<file path="src/common/soc_macros.svh">
/*
  Address map and sizes of the memory path
  All addresses are byte addresses, the low three bits are ignored
*/

`ifndef SOC_MACROS_SVH
`define SOC_MACROS_SVH

////////////////////////////////////////
// Widths
////////////////////////////////////////

`define SOC_DATA_W 64
`define SOC_ADDR_W 32
`define SOC_STRB_W (`SOC_DATA_W / 8)

// L2 bank geometry, one bank of 64-bit words
`define SOC_L2_WORDS 1024
`define SOC_L2_IDX_W ($clog2(`SOC_L2_WORDS))

////////////////////////////////////////
// Address map
////////////////////////////////////////

// DRAM window spans SOC_L2_WORDS * 8 bytes from the base
`define SOC_DRAM_BASE 32'h8000_0000

`define SOC_CTRL_BASE 32'hD000_0000
`define SOC_CTRL_LEN 32'h0000_1000

// Register offsets inside the control window
`define SOC_CTRL_EXIT_OFS 32'h0000_0000
`define SOC_CTRL_CNT_EN_OFS 32'h0000_0008

`endif

</file>
<file path="src/common/soc_pkg.sv">
/*
  Shared types of the memory path
  Widths come from the macro header
*/

`include "soc_macros.svh"

package soc_pkg;

  typedef logic [`SOC_DATA_W-1:0] soc_data_t;
  typedef logic [`SOC_ADDR_W-1:0] soc_addr_t;
  typedef logic [`SOC_STRB_W-1:0] soc_strb_t;
  typedef logic [`SOC_L2_IDX_W-1:0] l2_idx_t;

  // Where a request goes after address decode
  typedef enum logic [1:0] {
    TGT_L2   = 2'd0,
    TGT_CTRL = 2'd1,
    TGT_NONE = 2'd2
  } soc_tgt_e;

  // Control register index
  typedef enum logic {
    REG_EXIT   = 1'b0,
    REG_CNT_EN = 1'b1
  } ctrl_reg_e;

  // Byte-enable merge of new data into an old word
  function automatic soc_data_t be_merge(soc_data_t old_word, soc_data_t new_word,
                                         soc_strb_t be);
    soc_data_t res;
    res = old_word;
    for (int b = 0; b < `SOC_STRB_W; b++) begin
      if (be[b]) res[8*b +: 8] = new_word[8*b +: 8];
    end
    return res;
  endfunction

endpackage : soc_pkg

</file>
<file path="src/hw/soc_router.sv">
/*
  Address decoder and response mux for a single master
  Every request is taken in its cycle, no back-pressure
  Unmapped addresses answer with err_o high and zero data
*/

`timescale 1ns/1ps

`include "soc_macros.svh"

module soc_router import soc_pkg::*; (
  input  logic      clk_i,
  input  logic      rst_n_i,
  // Master side
  input  logic      req_i,
  input  logic      we_i,
  input  soc_addr_t addr_i,
  input  soc_data_t wdata_i,
  input  soc_strb_t be_i,
  output logic      rvalid_o,
  output soc_data_t rdata_o,
  output logic      err_o,
  // L2 bank
  output logic      bank_req_o,
  output logic      bank_we_o,
  output l2_idx_t   bank_idx_o,
  output soc_data_t bank_wdata_o,
  output soc_strb_t bank_be_o,
  input  soc_data_t bank_rdata_i,
  // Control registers
  output logic      reg_req_o,
  output logic      reg_we_o,
  output ctrl_reg_e reg_sel_o,
  output soc_data_t reg_wdata_o,
  output soc_strb_t reg_be_o,
  input  soc_data_t reg_rdata_i
);

  localparam soc_addr_t DRAM_LEN = soc_addr_t'(`SOC_L2_WORDS * 8);

  soc_addr_t dram_ofs;
  soc_addr_t ctrl_ofs;
  soc_addr_t ctrl_word;
  soc_tgt_e  tgt;
  soc_tgt_e  tgt_q;
  logic      rd_q;
  logic      rvalid_q;

  ////////////////////////////////////////
  // Decode
  ////////////////////////////////////////

  // Offsets wrap below the base, so one compare per window is enough
  assign dram_ofs  = addr_i - `SOC_DRAM_BASE;
  assign ctrl_ofs  = addr_i - `SOC_CTRL_BASE;
  assign ctrl_word = {ctrl_ofs[`SOC_ADDR_W-1:3], 3'b000};

  always_comb begin
    tgt       = TGT_NONE;
    reg_sel_o = REG_EXIT;
    if (dram_ofs < DRAM_LEN) begin
      tgt = TGT_L2;
    end else if (ctrl_ofs < `SOC_CTRL_LEN) begin
      if (ctrl_word == `SOC_CTRL_EXIT_OFS) begin
        tgt = TGT_CTRL;
      end else if (ctrl_word == `SOC_CTRL_CNT_EN_OFS) begin
        tgt       = TGT_CTRL;
        reg_sel_o = REG_CNT_EN;
      end
    end
  end

  assign bank_req_o   = req_i & (tgt == TGT_L2);
  assign bank_we_o    = we_i;
  assign bank_idx_o   = dram_ofs[`SOC_L2_IDX_W+2:3];
  assign bank_wdata_o = wdata_i;
  assign bank_be_o    = be_i;

  assign reg_req_o   = req_i & (tgt == TGT_CTRL);
  assign reg_we_o    = we_i;
  assign reg_wdata_o = wdata_i;
  assign reg_be_o    = be_i;

  ////////////////////////////////////////
  // Response
  ////////////////////////////////////////

  always_ff @(posedge clk_i or negedge rst_n_i) begin
    if (!rst_n_i) begin
      rvalid_q <= 1'b0;
      rd_q     <= 1'b0;
      tgt_q    <= TGT_NONE;
    end else begin
      rvalid_q <= req_i;
      rd_q     <= req_i & ~we_i;
      tgt_q    <= tgt;
    end
  end

  // Writes and unmapped reads return zero
  always_comb begin
    rdata_o = '0;
    if (rd_q) begin
      case (tgt_q)
        TGT_L2:   rdata_o = bank_rdata_i;
        TGT_CTRL: rdata_o = reg_rdata_i;
        default:  rdata_o = '0;
      endcase
    end
  end

  assign rvalid_o = rvalid_q;
  assign err_o    = rvalid_q & (tgt_q == TGT_NONE);

endmodule : soc_router

</file>
<file path="config.mk">
export PLATFORM = sky130hd
export DESIGN_NAME = soc_router
export DESIGN_NICKNAME = d
export VERILOG_FILES = /design/src/common/soc_pkg.sv /design/src/hw/soc_router.sv
export VERILOG_INCLUDE_DIRS = /design/src /design/src/common
export SDC_FILE = /design/constraint.sdc
export NUM_CORES = 1
export LEC_CHECK = 0
export ABC_CLOCK_PERIOD_IN_PS = 2890
export BUFFER_PORTS_ARGS = -buffer_cell sky130_fd_sc_hd__buf_2
export CAP_MARGIN = 25
export CORE_AREA = 3 3 176 178
export DETAILED_ROUTE_END_ITERATION = 10
export DIE_AREA = 0 0 179 181
export PLACE_DENSITY = 0.44
export SLEW_MARGIN = 20
export SYNTH_ARGS = -nofsm -noshare
export SYNTH_HDL_FRONTEND = slang
export SYNTH_SLANG_ARGS = --single-unit
export TNS_END_PERCENT = 50
</file>
<file path="constraint.sdc">
create_clock -name clk_i -period 2.89 [get_ports clk_i]
set_input_delay 0.578 -clock clk_i [delete_from_list [all_inputs] [get_ports clk_i]]
set_output_delay 0.578 -clock clk_i [all_outputs]
set_load 0.01 [all_outputs]
</file>
==> impl_metrics.csv, run 1 <==
group,metric,value,unit
global_routing,grt_max_degree,65,
final_layout,drive_above_1_share,0.6202,
placed_design,placed_area,2988,um^2
power_and_ir_drop,power_switching_share,0.2450,
global_routing,track_usage,0.04832,
final_layout,diodes,0,
final_layout,nFillCells,3443,
timing,setup_viol,0,
clocking,cts_buffers,3,
logic_synthesis,synth.distinct_cells,25,
die,core_area,29560,um^2
timing,max_freq,374.3,MHz
clocking,post_cts_buffers,0,
logic_synthesis,synth_fa_ha_area_frac,0.01521,
setup_path,cp-end-kind,"output port",
final_layout,fin_nets,656,
timing,fin_crit,2.672,ns
power_and_ir_drop,clkPwrFrac,0.488,
timing,relSlewSlack,0.5883,
final_layout,syn2layout_area_growth,24.23,%
routing,wl_per_cell,12.15,um
placed_design,port_buffers,241,
placed_design,place_inst,802,
placed_design,hpwl,8524,um
clocking,cts_hold_buf,0,
setup_path,cp.arrival,2.09,ns
timing,setup_tns,0,ns
run_status,status,"completed",
setup_path,setup.worst_path.start_class,"input port",
setup_path,startpoint,"addr_i[28]",
setup_path,crit_type,"input port to output port",
die,dieArea,32400,um^2
logic_synthesis,synth.avg_cell_area,7.391,um^2
die,ioPinCount,461,
placed_design,gp_congestion,0.6633,
final_layout,fin_cells,806,
logic_synthesis,synth_seq_cells,4,
routing,routed_wl,9790,um
power_and_ir_drop,power_frac_comb,0.384,
die,dieHeight,181,um
setup_path,endpoint,"reg_sel_o",
logic_synthesis,synth_xor_area_frac,0,
logic_synthesis,ys_warn_count,0,
final_layout,design_area,3067,um^2
logic_synthesis,synth_compound_area_frac,0.01977,
logic_synthesis,syn_inst,334,
timing,final_max_slew_viol_count,0,
timing,worstMarginPinSlew,0.6175,ns
clocking,cts-root-buf,"clkbuf_16",
global_routing,grt_pass1_wl,11750,um
global_routing,grt-ovfl-total,0,
global_routing,antenna_found_initial,2,
clocking,htree_levels,1,
die,rows,63,
routing,vias_per_cell,2.916,
logic_synthesis,synth_top_family_by_area,"buffers and inverters",
logic_synthesis,synth_simple_gate_area_frac,0.1551,
clocking,cts_resized,0,
logic_synthesis,syn_area,2469,um^2
routing,drt_iter0_drc,22,
global_routing,grt_pass1_vias,2089,
routing,drc,0,
min_path,holdCritPathClass,"input port to asynchronous set/reset pin",
clocking,cts.sinks,4,
logic_synthesis,ys_seq_area_frac,0.04105,
timing,hold_violations,0,
setup_path,worst-path-max-fanout,5,
clocking,path_clk_slew,0.03,ns
power_and_ir_drop,seqPwrFrac,0.128,
die,initial_core_util,0.08351,
logic_synthesis,synth.mux.area_fraction,0.2595,
routing,first_pass_iters,4,
clocking,cts_buffer_depth,2,
power_and_ir_drop,peakVddDrop,0.1149,mV
logic_synthesis,syn-num-nets,573,
power_and_ir_drop,p_switching,112.4,uW
routing,vias,2350,
power_and_ir_drop,powerDensity,149.6,nW/um^2
timing,finalCritPeriodShare,0.9246,
routing,ant_nets,0,
power_and_ir_drop,p_int,346.3,uW
setup_path,cp.required,2.31,ns
power_and_ir_drop,p_leak,1.467,nW
clocking,cts_tree,"yes",
timing,rsz0062_at_grt,"no",
flow_run,cap_violations,0,
die,die_x,179,um
## stage by stage
step | utilization | setup slack [ns] | hold WS (ns) | power [mW]
final | 0.1037 | 0.2180 | 0.1545 | 0.4587
after global routing | 0.1037 | 0.01169 | 0.1583 | 0.4889
after CTS | 0.1037 | 0.1522 | 0.1554 | 0.4688
after detailed placement | 0.1011 | 0.1550 | 0.3940 | 0.2388
after global placement | 0.1011 | 0.1569 | 0.3930 | 0.2361
after floorplan | - | 0.7234 | 0.2824 | 0.3203
## cell usage after synthesis
library cell / n / share of area
nor3_1: 1 / 0.0020
nor4_2: 3 / 0.015
buf_1: 5 / 0.0076
and3b_1: 1 / 0.0035
nand3_1: 1 / 0.0020
nand4_1: 1 / 0.0025
nor2b_1: 2 / 0.0051
clkbuf_1: 1 / 0.0015
o21ai_0: 2 / 0.0041
nand2_1: 2 / 0.0030
o2111ai_1: 1 / 0.0035
nand2b_1: 1 / 0.0025
a21oi_1: 2 / 0.0041
dfstp_2: 1 / 0.011
inv_1: 3 / 0.0046
buf_4: 161 / 0.49
ha_1: 3 / 0.015
dfrtp_1: 3 / 0.030
o21bai_1: 1 / 0.0030
and2_1: 3 / 0.0076
nor4b_1: 4 / 0.014
mux2i_1: 64 / 0.26
buf_2: 3 / 0.0061
nor2_1: 64 / 0.097
a211oi_2: 1 / 0.0051
## sequential cells by signal (all words and copies together), names as in the netlist
signal	flops
rd_q	1
tgt_q	2
rvalid_o	1
## cell usage in the layout (no fill, tap or decap)
master / count
buf_2: 241
dfrtp_4: 1
ha_1: 3
and2_1: 3
a211oi_2: 1
o21ai_0: 2
a21oi_1: 2
nor3_1: 1
buf_12: 1
nand3_1: 1
inv_1: 3
nand4_1: 1
mux2i_1: 64
dfrtp_1: 2
and3b_1: 1
clkbuf_16: 3
dfstp_2: 1
nor2_1: 64
buf_4: 6
clkbuf_1: 1
nand2b_2: 1
nor4_2: 3
nor4b_1: 4
o2111ai_1: 1
o21bai_1: 1
nor2b_1: 2
nand2_1: 2
## routing by layer
layer	part of all wire	routed length, um	GRT usage
met3	0.19	1846	0.02312
met5	0	0	0
met1	0.29	2809	0.03831
met2	0.48	4739	0.09233
met4	0.040	395	0.02993
## how the worst min path moves through the flow
stage	start	to	slack, ns	depth (start not counted)
CTS	rst_n_i	tgt_q[0]$_DFF_PN0_	0.16	1
global route	rst_n_i	tgt_q[0]$_DFF_PN0_	0.16	1
floorplan	rst_n_i	rd_q$_DFF_PN0_	0.28	0
finish	rst_n_i	tgt_q[0]$_DFF_PN0_	0.15	1
detailed placement	rst_n_i	tgt_q[0]$_DFF_PN0_	0.39	1
global placement	rst_n_i	tgt_q[0]$_DFF_PN0_	0.39	1
## area by class of cell
cell class | instances | area (um^2) | share of cell area
timing repair buffer | 248 | 1271 | 0.4145
multi-input combinational | 157 | 1112 | 0.3627
clock buffer | 4 | 78.83 | 0.02570
sequential | 4 | 105.1 | 0.03427
tap | 390 | 488.0 | 0.1591
inverter | 3 | 11.26 | 0.003672
## power by group through the flow
stage / clock [mW] / sequential [mW] / combinational, mW
floorplan: 0 / 0.0593 / 0.261
global placement: 0 / 0.0593 / 0.177
detailed placement: 0 / 0.0592 / 0.180
CTS: 0.229 / 0.0586 / 0.181
global route: 0.234 / 0.0587 / 0.197
finish: 0.224 / 0.0586 / 0.176
## critical path, stage by stage
cell and delay (ns):
buf_2 0.12, inv_1 0.06, ha_1 0.26, nor4b_1 0.22, nand3_1 0.17, a211oi_2 0.37
and2_1 0.18, buf_2 0.12
## cells by family (layout without fill, tap and decap cells)
| kind of cell | count (synthesis) | after routing |
|---|---|---|
| DFF | 4 | 4 |
| AOI/OAI and AO/OA | 7 | 7 |
| buffers and inverters | 173 | 255 |
| muxes | 64 | 64 |
| adders and majority gates | 3 | 3 |
| and+or+nand+nor | 83 | 83 |
Note: power is estimated with default switching activity, not from simulation.
==> run 2, diff against run 1 <==
--- a/config.mk
+++ b/config.mk
@@ -6,7 +6,7 @@
 export SDC_FILE = /design/constraint.sdc
 export NUM_CORES = 1
 export LEC_CHECK = 0
-export ABC_CLOCK_PERIOD_IN_PS = 2890
+export ABC_CLOCK_PERIOD_IN_PS = 3300
 export BUFFER_PORTS_ARGS = -buffer_cell sky130_fd_sc_hd__buf_2
 export CAP_MARGIN = 25
 export CORE_AREA = 3 3 176 178
==> constraint.sdc (replaced) <==
create_clock -name clk_i -period 3.3 [get_ports clk_i]
set_input_delay 0.66 -clock clk_i [delete_from_list [all_inputs] [get_ports clk_i]]
set_output_delay 0.66 -clock clk_i [all_outputs]
set_load 0.01 [all_outputs]
==> run 2 against run 1 <==
- critical path depth unchanged
- global-route usage up 0.21 points
- combinational power down 11%
- sequential power down 12%
- worst setup slack better by 0.18 ns
- sequential share of layout area about the same
- first-iteration DRC count up 36%
- via count down 1.4%
- clock power down 13%
- worst hold slack better by 0.078 ns
==> impl_metrics.csv, run 2 (synthesis results as in run 1) <==
group,metric,value,unit
timing,setup_tns,0,ns
global_routing,grt-ovfl-total,0,
power_and_ir_drop,powerDensity,130.8,nW/um^2
clocking,cts-root-buf,"clkbuf_16",
power_and_ir_drop,peakVddDrop,0.1180,mV
min_path,holdCritPathClass,"input port to asynchronous set/reset pin",
power_and_ir_drop,p_leak,1.458,nW
setup_path,cp.required,2.64,ns
routing,routed_wl,9942,um
global_routing,grt_pass1_wl,12240,um
setup_path,crit_type,"input port to output port",
setup_path,endpoint,"reg_sel_o",
final_layout,drive_above_1_share,0.6184,
die,die_x,179,um
clocking,path_clk_slew,0.03,ns
timing,final_max_slew_viol_count,0,
global_routing,track_usage,0.05039,
power_and_ir_drop,p_int,303.3,uW
setup_path,cp-end-kind,"output port",
final_layout,diodes,0,
timing,max_freq,344.5,MHz
placed_design,place_inst,800,
timing,rsz0062_at_grt,"no",
placed_design,port_buffers,241,
final_layout,syn2layout_area_growth,24.13,%
die,dieHeight,181,um
final_layout,largest_reg_flops,2,
final_layout,layout_commonest_cell,"buf_2",
timing,hold_ws,0.2322,ns
die,initial_core_util,0.08351,
run_status,status,"completed",
timing,relSlewSlack,0.6497,
routing,drt_iter0_drc,30,
routing,ant_nets,0,
routing,vias,2317,
global_routing,antenna_found_initial,1,
power_and_ir_drop,power_switching_share,0.2433,
power_and_ir_drop,finalPower,400.8,uW
clocking,htree_levels,1,
die,dieArea,32400,um^2
die,ioPinCount,461,
routing,first_pass_iters,4,
timing,fin_crit,2.903,ns
routing,drc,0,
final_layout,fin_cells,804,
die,core_area,29560,um^2
final_layout,fin_nets,654,
routing,wl_per_cell,12.37,um
clocking,cts_buffers,3,
timing,hold_violations,0,
setup_path,worst-path-max-fanout,5,
timing,setup_viol,0,
final_layout,final_util,0.1037,
final_layout,layout_common_cells,"buf_2, mux2i_1, nor2_1",
flow_run,cap_violations,0,
clocking,cts_buffer_depth,2,
clocking,cts_hold_buf,0,
clocking,cts.sinks,4,
final_layout,top_register,"tgt_q",
power_and_ir_drop,seqPwrFrac,0.128,
power_and_ir_drop,power_frac_comb,0.389,
power_and_ir_drop,clkPwrFrac,0.483,
placed_design,hpwl,8685,um
timing,worstMarginPinSlew,0.5200,ns
placed_design,gp_congestion,0.6605,
setup_path,cp.arrival,2.24,ns
clocking,cts_tree,"yes",
setup_path,setup.worst_path.start_class,"input port",
power_and_ir_drop,p_switching,97.49,uW
routing,vias_per_cell,2.882,
global_routing,grt_pass1_vias,2179,
clocking,cts_resized,0,
global_routing,grt_max_degree,53,
die,rows,63,
timing,finalCritPeriodShare,0.8796,
clocking,post_cts_buffers,0,
setup_path,startpoint,"addr_i[28]",
==> run 2: metal layers <==
metal  share of wire  global-route usage
met3            0.18             0.02501
met1            0.29             0.04273
met2            0.48             0.09325
met5               0                   0
met4           0.038             0.02930
==> run 2: how the worst min path moves through the flow <==
| stage | start | to | cells after the start |
|---|---|---|---|
| 6_report | rst_n_i | rvalid_o$_DFF_PN0_ | 1 |
| 3_5_place_dp | rst_n_i | tgt_q[0]$_DFF_PN0_ | 1 |
| 3_3_place_gp | rst_n_i | tgt_q[0]$_DFF_PN0_ | 1 |
| 4_1_cts | rst_n_i | rvalid_o$_DFF_PN0_ | 1 |
| 5_1_grt | rst_n_i | rvalid_o$_DFF_PN0_ | 1 |
| 2_1_floorplan | rst_n_i | rd_q$_DFF_PN0_ | 0 |
==> run 2: stage by stage <==
stage,cell area (um^2),setup slack [ns]
CTS,3064,0.3615
floorplan,2469,0.9694
detailed placement,2985,0.3691
global placement,2985,0.3976
global route,3064,0.1883
finish,3064,0.3973
==> run 2: area by class of cell <==
type,instances,area [um^2]
Sequential cell,4,105.1
Tap cell,390,488.0
Fill cell,3482,26500
Clock buffer,4,78.83
Inverter,3,11.26
Timing Repair Buffer,246,1269
Multi-Input combinational cell,157,1112
==> run 2: power groups by stage <==
| stage | registers, mW | clock network [mW] | logic [mW] |
|---|---|---|---|
| after global routing | 0.0516 | 0.202 | 0.174 |
| after detailed placement | 0.0520 | 0 | 0.157 |
| after CTS | 0.0515 | 0.197 | 0.159 |
| after floorplan | 0.0520 | 0 | 0.229 |
| after global placement | 0.0520 | 0 | 0.155 |
| final | 0.0514 | 0.194 | 0.156 |
==> run 2: worst max-delay path, stage by stage <==
cell	delay, ns
buf_2	0.13
inv_1	0.07
ha_1	0.26
nor4b_1	0.22
nand3_1	0.17
a211oi_2	0.42
and2_1	0.19
buf_2	0.12
