`config.mk`:
```
export PLATFORM = sky130hd
export DESIGN_NAME = ctrl_regs
export DESIGN_NICKNAME = d
export VERILOG_FILES = /design/src/common/soc_pkg.sv /design/src/hw/ctrl_regs/ctrl_regs.sv
export VERILOG_INCLUDE_DIRS = /design/src /design/src/common
export SDC_FILE = /design/constraint.sdc
export NUM_CORES = 1
export LEC_CHECK = 0
export BUFFER_PORTS_ARGS = -buffer_cell sky130_fd_sc_hd__buf_2
export CORE_MARGIN = 3
export CORE_UTILIZATION = 54
export DETAILED_ROUTE_END_ITERATION = 10
export PLACE_DENSITY = 0.81
export SYNTH_ARGS = -nofsm -noshare
export SYNTH_HDL_FRONTEND = slang
export SYNTH_SLANG_ARGS = --single-unit
```
`constraint.sdc`:
```
create_clock -name clk_i -period 1.48 [get_ports clk_i]
set_input_delay 0.296 -clock clk_i [delete_from_list [all_inputs] [get_ports clk_i]]
set_output_delay 0.296 -clock clk_i [all_outputs]
set_load 0.05 [all_outputs]
```
`src/common/soc_macros.svh`:
```
/*
  Address map and sizes of the memory path
  All addresses are byte addresses, the low three bits are ignored
*/

`ifndef SOC_MACROS_SVH
`define SOC_MACROS_SVH

////////////////////////////////////////
// Widths
////////////////////////////////////////

`define SOC_DATA_W 64
`define SOC_ADDR_W 32
`define SOC_STRB_W (`SOC_DATA_W / 8)

// L2 bank geometry, one bank of 64-bit words
`define SOC_L2_WORDS 1024
`define SOC_L2_IDX_W ($clog2(`SOC_L2_WORDS))

////////////////////////////////////////
// Address map
////////////////////////////////////////

// DRAM window spans SOC_L2_WORDS * 8 bytes from the base
`define SOC_DRAM_BASE 32'h8000_0000

`define SOC_CTRL_BASE 32'hD000_0000
`define SOC_CTRL_LEN 32'h0000_1000

// Register offsets inside the control window
`define SOC_CTRL_EXIT_OFS 32'h0000_0000
`define SOC_CTRL_CNT_EN_OFS 32'h0000_0008

`endif

```
`src/common/soc_pkg.sv`:
```
/*
  Shared types of the memory path
  Widths come from the macro header
*/

`include "soc_macros.svh"

package soc_pkg;

  typedef logic [`SOC_DATA_W-1:0] soc_data_t;
  typedef logic [`SOC_ADDR_W-1:0] soc_addr_t;
  typedef logic [`SOC_STRB_W-1:0] soc_strb_t;
  typedef logic [`SOC_L2_IDX_W-1:0] l2_idx_t;

  // Where a request goes after address decode
  typedef enum logic [1:0] {
    TGT_L2   = 2'd0,
    TGT_CTRL = 2'd1,
    TGT_NONE = 2'd2
  } soc_tgt_e;

  // Control register index
  typedef enum logic {
    REG_EXIT   = 1'b0,
    REG_CNT_EN = 1'b1
  } ctrl_reg_e;

  // Byte-enable merge of new data into an old word
  function automatic soc_data_t be_merge(soc_data_t old_word, soc_data_t new_word,
                                         soc_strb_t be);
    soc_data_t res;
    res = old_word;
    for (int b = 0; b < `SOC_STRB_W; b++) begin
      if (be[b]) res[8*b +: 8] = new_word[8*b +: 8];
    end
    return res;
  endfunction

endpackage : soc_pkg

```
`src/hw/ctrl_regs/ctrl_regs.sv`:
```
/*
  Exit code and hardware-counter enable registers
  Reads are registered, a read in a write cycle sees the old value
*/

`timescale 1ns/1ps

module ctrl_regs import soc_pkg::*; (
  input  logic      clk_i,
  input  logic      rst_n_i,
  input  logic      req_i,
  input  logic      we_i,
  input  ctrl_reg_e sel_i,
  input  soc_data_t wdata_i,
  input  soc_strb_t be_i,
  output soc_data_t rdata_o,
  output soc_data_t exit_o,
  output soc_data_t hw_cnt_en_o
);

  soc_data_t exit_q;
  soc_data_t cnt_en_q;
  soc_data_t rdata_q;

  ////////////////////////////////////////
  // Register file
  ////////////////////////////////////////

  always_ff @(posedge clk_i or negedge rst_n_i) begin
    if (!rst_n_i) begin
      exit_q   <= '0;
      cnt_en_q <= '0;
    end else if (req_i && we_i) begin
      case (sel_i)
        REG_EXIT:   exit_q   <= be_merge(exit_q, wdata_i, be_i);
        REG_CNT_EN: cnt_en_q <= be_merge(cnt_en_q, wdata_i, be_i);
      endcase
    end
  end

  ////////////////////////////////////////
  // Read path
  ////////////////////////////////////////

  // Selected register is captured on every request
  always_ff @(posedge clk_i) begin
    if (req_i) begin
      rdata_q <= (sel_i == REG_CNT_EN) ? cnt_en_q : exit_q;
    end
  end

  assign rdata_o     = rdata_q;
  assign exit_o      = exit_q;
  assign hw_cnt_en_o = cnt_en_q;

endmodule : ctrl_regs

```
==> results of run 1 <==
flip-flops by register name (all words and copies together), names as in the netlist:
| register | count |
|---|---|
| hw_cnt_en_o | 64 |
| rdata_o | 64 |
| exit_o | 64 |
stage by stage:
step	cells	setup slack [ns]	hold slack, ns	instance area [µm²]	setup TNS (ns)
finish	903	0.0665	0.101	10100	0
global route	903	0.00900	0.0758	10100	0
CTS	903	0.0465	0.0816	10100	0
detailed placement	870	-0.00544	0.122	9490	-0.0188
global placement	870	0.0125	0.121	9490	0
floorplan	413	0.0965	0.000409	7770	0
repair_timing:
action                                  in CTS  in global routing
hold endpoints to repair                   128                  0
endpoints found under the setup margin       0                  0
hold buffers                                 1                  0
cell usage after synthesis:
| library cell | count |
|---|---|
| sky130_fd_sc_hd__nand4_4 | 8 |
| sky130_fd_sc_hd__edfxtp_1 | 64 |
| sky130_fd_sc_hd__buf_6 | 3 |
| sky130_fd_sc_hd__mux2_1 | 2 |
| sky130_fd_sc_hd__mux2_4 | 8 |
| sky130_fd_sc_hd__buf_12 | 2 |
| sky130_fd_sc_hd__buf_2 | 7 |
| sky130_fd_sc_hd__nand4b_2 | 4 |
| sky130_fd_sc_hd__nand4b_4 | 4 |
| sky130_fd_sc_hd__dfrtp_1 | 128 |
| sky130_fd_sc_hd__mux2_2 | 182 |
| sky130_fd_sc_hd__buf_8 | 1 |
metal layers:
layer / vias to the layer above / wire (µm) / GRT usage (%)
li1: 2153 / - / -
met1: 2451 / 7250 / 28.8
met2: 222 / 9280 / 39.7
met3: 22 / 1600 / 9.12
met4: 0 / 281 / 6.81
met5: - / 0 / 0
final cells by class:
| type | instances | area (µm²) | share of cell area, % |
|---|---|---|---|
| clock buffer | 18 | 429 | 4.24 |
| timing repair buffer | 291 | 1640 | 16.2 |
| tap | 180 | 225 | 2.22 |
| multi-input combinational | 208 | 2520 | 24.9 |
| clock inverter | 14 | 189 | 1.87 |
| sequential | 192 | 5120 | 50.6 |
report_power, final:
part           switching [mW]  internal, mW  total, mW
registers               0.722          6.68       7.40
clock network            1.95          2.83       4.78
logic                    4.79          1.78       6.58
logic make-up (layout without fill, tap and decap cells):
logic type	Yosys count	in the layout	synth area share, %
multiplexers	192	192	28.2
flip-flops	192	192	66.0
AND/OR/NAND/NOR	16	16	4.19
buffers and inverters	13	323	1.59
worst min-delay path by stage:
stage                     from              end  slack (ns)  cells after the start
detailed placement     rst_n_i       exit_o[57]        0.12                      1
global route        wdata_i[2]        exit_o[2]        0.08                      2
CTS                 wdata_i[2]        exit_o[2]        0.08                      2
finish              wdata_i[2]        exit_o[2]        0.10                      2
global placement       rst_n_i  hw_cnt_en_o[57]        0.12                      1
floorplan              rst_n_i        exit_o[0]      0.0004                      0
==> results, run 1 <==
- The register-to-register setup slack is 0.53 ns.
- The share of the clock period used by the worst path after layout is 95.5%.
- The number of antenna diodes in the final layout is 0.
- The clock net sink count is 192.
- The post-route total power is 18.8 mW.
- The remaining max-slew budget at the tightest pin is 75.0%.
- After clock tree synthesis, the clock-pin slew on the worst setup and hold paths is 0.07 ns.
- The count of TritonRoute iterations in the first routing pass is 4.
- For the worst flop-to-flop path, the logic depth is 1.
- Sorting the synthesized cells by area gives the leading types as sky130_fd_sc_hd__dfrtp_1 41%, sky130_fd_sc_hd__mux2_2 26%, sky130_fd_sc_hd__edfxtp_1 25%.
- The worst setup path category is flip-flop to output pin.
- The count of buffers inserted at the top-level ports is 268.
- The number of cells on the critical path is 1.
- Post-CTS repair changed the size of 0 cells.
- The cell area after synthesis is 0.00777 mm².
- The clock buffer count from CTS is 17.
- The count of unique library cells instantiated by Yosys is 12.
- The count of yosys warnings during synthesis is 0.
- The worst register-to-register path begins at hw_cnt_en_o[39].
- The average vias per placed instance is 5.37.
- The effective utilization at floorplan is 55.5%.
- The largest stage delay on the critical path is 0.41 ns.
- The commonest non-fill, non-tap cell in the layout is sky130_fd_sc_hd__buf_2.
- The post-synthesis area per instance is 18.8 µm².
- Static timing analysis puts the maximum clock frequency at 0.707 GHz.
- Entering global routing, the biggest net connects 67 pins.
- The die is 126 µm wide.
- The total via count in the routed design is 4848.
- The proportion of synthesized chip area in sequential cells is 66.0%.
- The flow ran to the end, and the final reports show no timing, DRC or antenna violations.
- The initial antenna violation count is 0.
- The end of the worst register-to-register path is rdata_o[39].
- At the end of the flow the core is filled with cells to 72.4%.
- The critical path starts at hw_cnt_en_o[39].
- The via count of the first global-routing pass is 5276.
- Max-cap violations in this run came to 0.
- In the final layout, the share of cells above drive strength 1 is 72.8%.
- The worst-case clock skew is 0.00717 ns.
- The estimated wirelength of the detail-placed design is 13500 µm.
- The core region is 0.0140 mm².
- The die covers 0.0159 mm².
- The analysis attributes to cell leakage a power of 4.72 nW.
- The aggregate global routing overflow is 0.
- The total routing usage reported by global routing is 23.7%.
- The cell at the slowest stage of the critical path is sky130_fd_sc_hd__dfrtp_1.
- The longest clock path from root to sink contains 2 buffers.
- The die is 126 µm tall.
- After detailed routing, the average wire length per cell comes to 20.4 µm.
- The first global-routing pass estimated 29100 µm of wire.
- After clock tree synthesis, the setup repair step added 0 buffers.
- In the routed design, unresolved DRC markers number 0.
- The master cell of the clock root buffer is sky130_fd_sc_hd__clkbuf_16.
- The worst-case IR drop observed on VDD is 1.68 mV.
- In this run the number of H-tree levels came out at 4.
- Grouping stages by cell kind, the critical path spends the most delay in flip-flops.
- Along the worst path, the maximum fanout reaches 3.
- The number of nets in the synthesized netlist is 490.
- The worst-skew pair later-pin latency is 0.42 ns.
- The area share of the leading cell type in the synthesized netlist is 41.2%.
- Setup violations remaining at the end of the flow were counted as 0.
- The data arrival time of the critical path is 1.12 ns.
- In this run, the number of DRC markers left after iteration 0 of detailed routing was 215.
- The combined buffer and inverter count along the critical path is 1.
- In this run, synthesis produced a sequential element count of 192.
- The final period demand of the worst path is 1.41 ns.
- The remaining antenna violation count is 0.
- The required time at the worst-slack endpoint is 1.18 ns.
- Counting every instance in the synthesized netlist gives 413.
- At the pin with the least slew margin, the transition time is 0.374 ns.
- Setup repair after global routing left no endpoint under its margin.
- TritonCTS built the clock tree.
- The final max-slew violation count came to 0.
- Of all cell types, the one taking the most synthesized area is sky130_fd_sc_hd__dfrtp_1.
- The routed wire length is 18400 µm.
- Traced cell by cell, the critical path runs through buf_2.
- The endpoint of the most critical setup path is hw_cnt_en_o[39].
- Power spread over the standard cell area amounts to 1850 mW/mm².
- The final count of hold timing violations was 0.
- Relative to the synthesized area, the layout overhead comes to 30.3%.
- The final weighted congestion in routability-driven placement is 0.850.
- The number of nets in the layout is 787.
- STA classifies the critical path endpoint as an output pin.
- STA classifies the critical path startpoint as a flip-flop.
- Leaving out fill and tap cells, the most frequent cells in the layout are 265 x sky130_fd_sc_hd__buf_2, 182 x sky130_fd_sc_hd__mux2_2, 128 x sky130_fd_sc_hd__dfrtp_1, 64 x sky130_fd_sc_hd__edfxtp_1, 17 x sky130_fd_sc_hd__clkbuf_16.
- The I/O pin total is 269.
- The worst min-delay path category is input pin to flip-flop.
- The number of fill cells is 915.
- The floorplan row count is 43.
No activity file was read; power rests on OpenSTA's default activity.
==> inputs of run 2 (changes only) <==
--- a/config.mk
+++ b/config.mk
@@ -11,6 +11,7 @@
 export CORE_UTILIZATION = 54
 export DETAILED_ROUTE_END_ITERATION = 10
 export PLACE_DENSITY = 0.81
+export REMOVE_ABC_BUFFERS = 1
 export SYNTH_ARGS = -nofsm -noshare
 export SYNTH_HDL_FRONTEND = slang
 export SYNTH_SLANG_ARGS = --single-unit
==> run 2 against run 1 <==
Effect of this change: count of clock-buffer cells in the layout up 6; setup slack worse by 0.0081 ns; largest cell class unchanged; non-clock buffer count up 1; total power up 1.7%; register-to-register slack about the same; sequential share of layout area down 0.27 points; routed wire length up 2.9%; global-route usage up 0.68 points; clock power up 6.3%.
==> results, run 2 (synthesis gave the netlist of run 1 again) <==
- The final layout contains 788 nets.
- The largest individual stage delay along the critical path comes from the cell sky130_fd_sc_hd__dfrtp_1.
- The number of levels in the clock H-tree is 4.
- The total overflow left after global routing is 0.
- Wires add up to 18900 µm.
- The number of gates resized after CTS was 0.
- The number of buffers and inverters on the critical path is 1.
- Headroom to the max-slew limit came out at 73.9%.
- The flow ran to the end, and the final reports show no timing, DRC or antenna violations.
- The fraction of layout cells with a size suffix above 1 is 72.7%.
- The detailed-routing wirelength on met1 is 7230 µm.
- The endpoint kind of the worst setup timing path is an output pin.
- At the pin with the least slew margin, the transition time is 0.392 ns.
- The remaining routing DRC violations is 0.
- The clock arrives with 0.00609 ns of skew.
- The kind of cell adding the most delay to the critical path is flip-flops.
- The root buffer cell chosen for the clock tree is sky130_fd_sc_hd__clkbuf_16.
- The element type at the critical path start is a flip-flop.
- After floorplanning, the core was sized to cover 0.0140 mm².
- For the worst setup path, the data arrival time is 1.13 ns.
- The largest stage delay on the critical path is 0.41 ns.
- Setup total negative slack on the finished layout was measured at 0 ns.
- The number of setup buffers added after CTS is 0.
- After the first detailed-routing iteration, the DRC count stood at 243.
- The worst setup path category is flip-flop to output pin.
- The routed length on met3 is 1240 µm.
- The number of hold buffers added after CTS was 1.
- The tree built by TritonCTS fans out to 192 sinks.
- The largest fanout on the critical path is 3.
- The final count of hold timing violations is 0.
- The worst min-delay path category is input pin to flip-flop.
- The floorplan row count is 43.
- The count of final setup violators is 0.
- The routed wire length on met2 is 9900 µm.
- Counting the buffers created by CTS gives 17.
- TritonCTS built the clock tree.
- The clock transition at the registers of the reported paths is 0.07 ns.
- Summing over every cut layer, the via total after detailed routing is 4874.
- After detailed routing, the number of vias per cell comes to 5.39.
- The final weighted congestion in routability-driven placement is 0.823.
- The chip width is 126 µm.
- In this run the remaining antenna-violating nets after routing total 0.
- Input and output buffers added on the ports amount to 268.
- The total routing usage reported by global routing is 24.4%.
- The final max-slew violation count is 0.
- The first global-routing pass estimated 29800 µm of wire.
- For the worst-skew pair, the clock arrives at the later sink with an insertion delay of 0.42 ns.
- The die footprint is 0.0159 mm².
- Traced cell by cell, the critical path runs through buf_2.
- The cell area power density is 1870 mW/mm².
- The maximum number of pins on one net before global-route repair is 45.
- The effective utilization at floorplan is 55.5%.
- The final period demand of the worst path is 1.42 ns.
- From synthesis to final layout, the design area changed by 31.0%.
- Data on the critical path is required at its endpoint by 1.18 ns.
- The via count of the first global-routing pass is 5243.
- Setup repair after global routing left no endpoint under its margin.
- The initial antenna violation count came to 3.
- The instance area at placement is 0.00950 mm².
- Summed over all cells, the static leakage comes to 4.74 nW.
- The final cell area excluding filler cells is 0.0102 mm².
- No sink is reached through more buffers than the 2 on the longest clock path.
- The count of TritonRoute iterations in the first routing pass is 4.
- 269 I/O pins were placed.
- The library cell used most frequently in the layout, excluding fill and tap cells, is sky130_fd_sc_hd__buf_2.
- The largest vdd supply drop is 0.982 mV.
- From bottom edge to top edge, the die measures 126 µm.
- In the layout the commonest cells are 265 x sky130_fd_sc_hd__buf_2, 182 x sky130_fd_sc_hd__mux2_2, 128 x sky130_fd_sc_hd__dfrtp_1, 64 x sky130_fd_sc_hd__edfxtp_1, 19 x sky130_fd_sc_hd__clkbuf_16.
- Across the run, the number of max-cap violations was 0.
- After layout, the worst path uses 96.1% of the clock period.
- After detailed routing, no signal wire sits above met5.
- The estimated wirelength of the detail-placed design is 14000 µm.
- The wire length per cell is 20.9 µm.
- The maximum clock frequency is 0.703 GHz.
## run 2: cell types whose count changed in the layout (fill, tap and decap cells not counted)
cell,before,now
sky130_fd_sc_hd__clkbuf_8,0,2
sky130_fd_sc_hd__inv_6,2,1
sky130_fd_sc_hd__clkbuf_16,17,19
sky130_fd_sc_hd__buf_4,16,17
sky130_fd_sc_hd__clkbuf_1,1,3
sky130_fd_sc_hd__clkinv_2,3,1
sky130_fd_sc_hd__clkinv_4,2,0
sky130_fd_sc_hd__clkinv_1,1,0
sky130_fd_sc_hd__diode_2,0,1
## run 2: per-layer routing
layer,up-vias,GRT usage (%)
met5,-,0
met4,4,10.2
met3,35,6.36
met2,182,41.8
met1,2500,29.4
li1,2153,-
## run 2: layout make-up
cell class | count | area, µm²
diodes | 1 | 2.50
clock buffers | 24 | 514
clock inverters | 8 | 149
fillers | 913 | 3810
multi-input cells | 208 | 2520
flip-flops and latches | 192 | 5120
well taps | 180 | 225
repair buffers | 292 | 1640
## run 2: per-stage QoR
step	cells	util, %	power [mW]	worst slack [ns]	hold slack (ns)
floorplan	400	-	12.2	0.347	0.000409
global placement	871	67.9	13.9	0.0308	0.235
detailed placement	871	67.9	14.1	-0.0174	0.243
CTS	904	72.7	19.2	0.0455	0.0972
global route	905	72.8	19.7	0.00731	0.101
finish	905	72.8	19.1	0.0584	0.114
## run 2: power by group
group | switching [mW] | internal (mW)
Clock | 1.95 | 3.13
Combinational | 4.84 | 1.79
Sequential | 0.689 | 6.68
Total | 7.47 | 11.6
## run 2: final timing paths
| path | start | to | slack (ns) | depth (start not counted) |
|---|---|---|---|---|
| max | hw_cnt_en_o[49] | hw_cnt_en_o[49] | 0.06 | 1 |
| min reg2reg | exit_o[2] | exit_o[2] | 0.52 | 1 |
| min | wdata_i[2] | exit_o[2] | 0.11 | 2 |
| min in group asynchronous | rst_n_i | exit_o[44] | 0.35 | 2 |
| max in group asynchronous | rst_n_i | hw_cnt_en_o[55] | 0.55 | 3 |
| max reg2reg | hw_cnt_en_o[49] | rdata_o[49] | 0.53 | 1 |
==> inputs of run 3 (changes only) <==
==> constraint.sdc (replaced) <==
create_clock -name clk_i -period 1.84 [get_ports clk_i]
set_input_delay 0.368 -clock clk_i [delete_from_list [all_inputs] [get_ports clk_i]]
set_output_delay 0.368 -clock clk_i [all_outputs]
set_load 0.05 [all_outputs]
==> run 3 against run 2 <==
Effect of this change: total power shrank 23%; first-iteration DRC count fell by 3.3%; routed wire length shrank 5.4%; critical path depth is the same; cell area decreased by 2.1%; critical endpoint is now exit_o[16]; largest cell class unchanged.
==> results, run 3 (synthesis gave the netlist of run 1 again) <==
- The worst hold path terminates at hw_cnt_en_o[59].
- The slowest stage of the critical path is the sky130_fd_sc_hd__dfrtp_1 cell.
- The aggregate global routing overflow is 0.
- Dividing total power by cell area gives a power density of 1480 mW/mm².
- The startpoint of the most critical setup path is exit_o[16].
- In this run the critical register-to-register path is captured at rdata_o[39].
- The clock net sink count is 192.
- The initial antenna violation count was 2.
- The flow ran to the end, and the final reports show no timing, DRC or antenna violations.
- The largest stage delay on the critical path is 0.40 ns.
- The number of levels in the clock H-tree is 4.
- The tool flagged a number of max-cap violations equal to 0.
- The number of cells after detailed placement is 859.
- The clock transition at the registers of the reported paths is 0.07 ns.
- The worst hold slack across all endpoints is 0.193 ns.
- The largest vdd supply drop is 0.777 mV.
- The first routing iteration left 235 violations.
- The effective utilization at floorplan is 55.5%.
- The floorplan row count is 43.
- The detail route stage leaves a number of antenna-violating nets equal to 0.
- The routed length on met3 is 1280 µm.
- After layout, the worst setup slack is 0.369 ns.
- The die covers 0.0159 mm².
- Clock skew on the completed layout was measured at 0.00976 ns.
- Along the worst path, the maximum fanout reaches 3.
- In this run the static leakage power is 4.62 nW.
- The die is 126 µm tall.
- The post-route setup TNS is 0 ns.
- For this run, the top clock speed supported by timing is 0.680 GHz.
- Broken down by cell family, the worst path's largest delay share belongs to flip-flops.
- The final max-slew violation count came to 0.
- The clock buffer count from CTS is 17.
- The share of the clock period used by the worst path after layout is 80.0%.
- The final weighted congestion in routability-driven placement is 0.816.
- The via count of the first global-routing pass was 5040.
- The total via count in the routed design is 4761.
- The highest layer touched by signal routing is met5.
- The slew of the pin with the lowest slew margin is 0.703 ns.
- Setup repair after global routing left no endpoint under its margin.
- The count of buffers inserted at the top-level ports is 268.
- For this run, the total global-route usage over all layers was measured as 22.7%.
- Walking the worst path, the cells encountered are buf_2.
- For this run, the share of the core covered by cells in the final layout is 71.2%.
- The data arrival time of the critical path is 1.10 ns.
- The maximum number of pins on one net before global-route repair is 127.
- After detailed routing, the number of remaining DRC violations is 0.
- The root buffer cell chosen for the clock tree is sky130_fd_sc_hd__clkbuf_16.
- The worst register-to-register path has a depth of 1.
- The fraction of layout cells with a size suffix above 1 is 72.1%.
- The startpoint of the tightest hold check path is wdata_i[59].
- The worst setup path category is flip-flop to output pin.
- The area of the core is 0.0140 mm².
- The first global-routing pass estimated 27900 µm of wire.
- In this run the worst hold path is classified as input pin to flip-flop.
- The number of nets in the layout is 776.
- Summing all non-filler instances in the final layout gives an area of 0.00996 mm².
- The count of non-filler cells in the finished layout is 893.
- The layout overhead on the synthesized area is 28.3%.
- Setup violations remaining at the end of the flow were counted as 0.
- The post-route total power is 14.8 mW.
- The element type at the critical path start is a flip-flop.
- The instance area at placement is 0.00937 mm².
- The combined buffer and inverter count along the critical path is 1.
- Post-CTS repair changed the size of 0 cells.
- The average vias per placed instance is 5.33.
- The final layout contains routed wiring with a total length of 17900 µm.
- Leaving out fill and tap cells, the most frequent cell in the layout is sky130_fd_sc_hd__buf_2.
- TritonCTS built the clock tree.
- Wire segments on met2 add up to 9370 µm in the final route.
- At the later pin of the worst-skew pair, clock insertion delay measures 0.42 ns.
- From left edge to right edge, the die measures 126 µm.
- The register-to-register setup slack is 0.90 ns.
- The I/O pin total is 269.
- The count of TritonRoute iterations in the first routing pass is 4.
- The estimated wirelength of the detail-placed design is 13100 µm.
- OpenSTA, run right after detailed placement, puts the worst setup slack at 0.198 ns.
- The startpoint identified for the worst register-to-register timing path is exit_o[39].
- The final count of hold timing violations is 0.
- The wire length per cell is 20.1 µm.
- The endpoint kind of the worst setup timing path is an output pin.
- The hold-critical path depth is 2.
- Data on the critical path is required at its endpoint by 1.47 ns.
- After detailed routing, the wire length on met1 is 6910 µm.
- The maximum clock path buffer count is 2.
- The remaining max-slew budget at the tightest pin is 53.1%.
- Subtracting the final worst setup slack from the clock period gives 1.47 ns.
- In the layout the commonest cells are 265 x sky130_fd_sc_hd__buf_2, 182 x sky130_fd_sc_hd__mux2_2, 128 x sky130_fd_sc_hd__dfrtp_1, 64 x sky130_fd_sc_hd__edfxtp_1, 17 x sky130_fd_sc_hd__clkbuf_16.
==> run 3: area by class of cell <==
cell class              count  area [µm²]
well taps                 180         225
repair buffers            280        1520
clock buffers              23         468
flip-flops and latches    192        5120
clock inverters             9         109
fillers                   930        4030
diodes                      1        2.50
multi-input cells         208        2520
==> run 3: timing repair <==
| action | 4_1_cts | 5_1_grt |
|---|---|---|
| endpoints found under the hold margin | 2 | 0 |
| setup buffers | 0 | 0 |
| hold buffers | 1 | 0 |
==> run 3: how the worst max path moves through the flow <==
stage | to | slack (ns) | cells past startpoint
global route | exit_o[32] | 0.31 | 1
finish | exit_o[16] | 0.37 | 1
detailed placement | exit_o[21] | 0.20 | 4
CTS | exit_o[32] | 0.34 | 1
floorplan | rdata_o[32] | 0.71 | 1
global placement | exit_o[58] | 0.27 | 4
==> run 3: power breakdown <==
part	total, mW	leakage [nW]	internal (mW)	switching [mW]
Combinational	5.27	2.18	1.41	3.86
Sequential	5.92	2.17	5.37	0.545
Clock	3.57	0.270	2.08	1.49
==> run 3: metal layers <==
| metal | vias to the layer above | track usage, % |
|---|---|---|
| met4 | 2 | 8.77 |
| met3 | 23 | 6.79 |
| li1 | 2148 | - |
| met2 | 184 | 38.7 |
| met1 | 2404 | 27.4 |
| met5 | - | 0 |
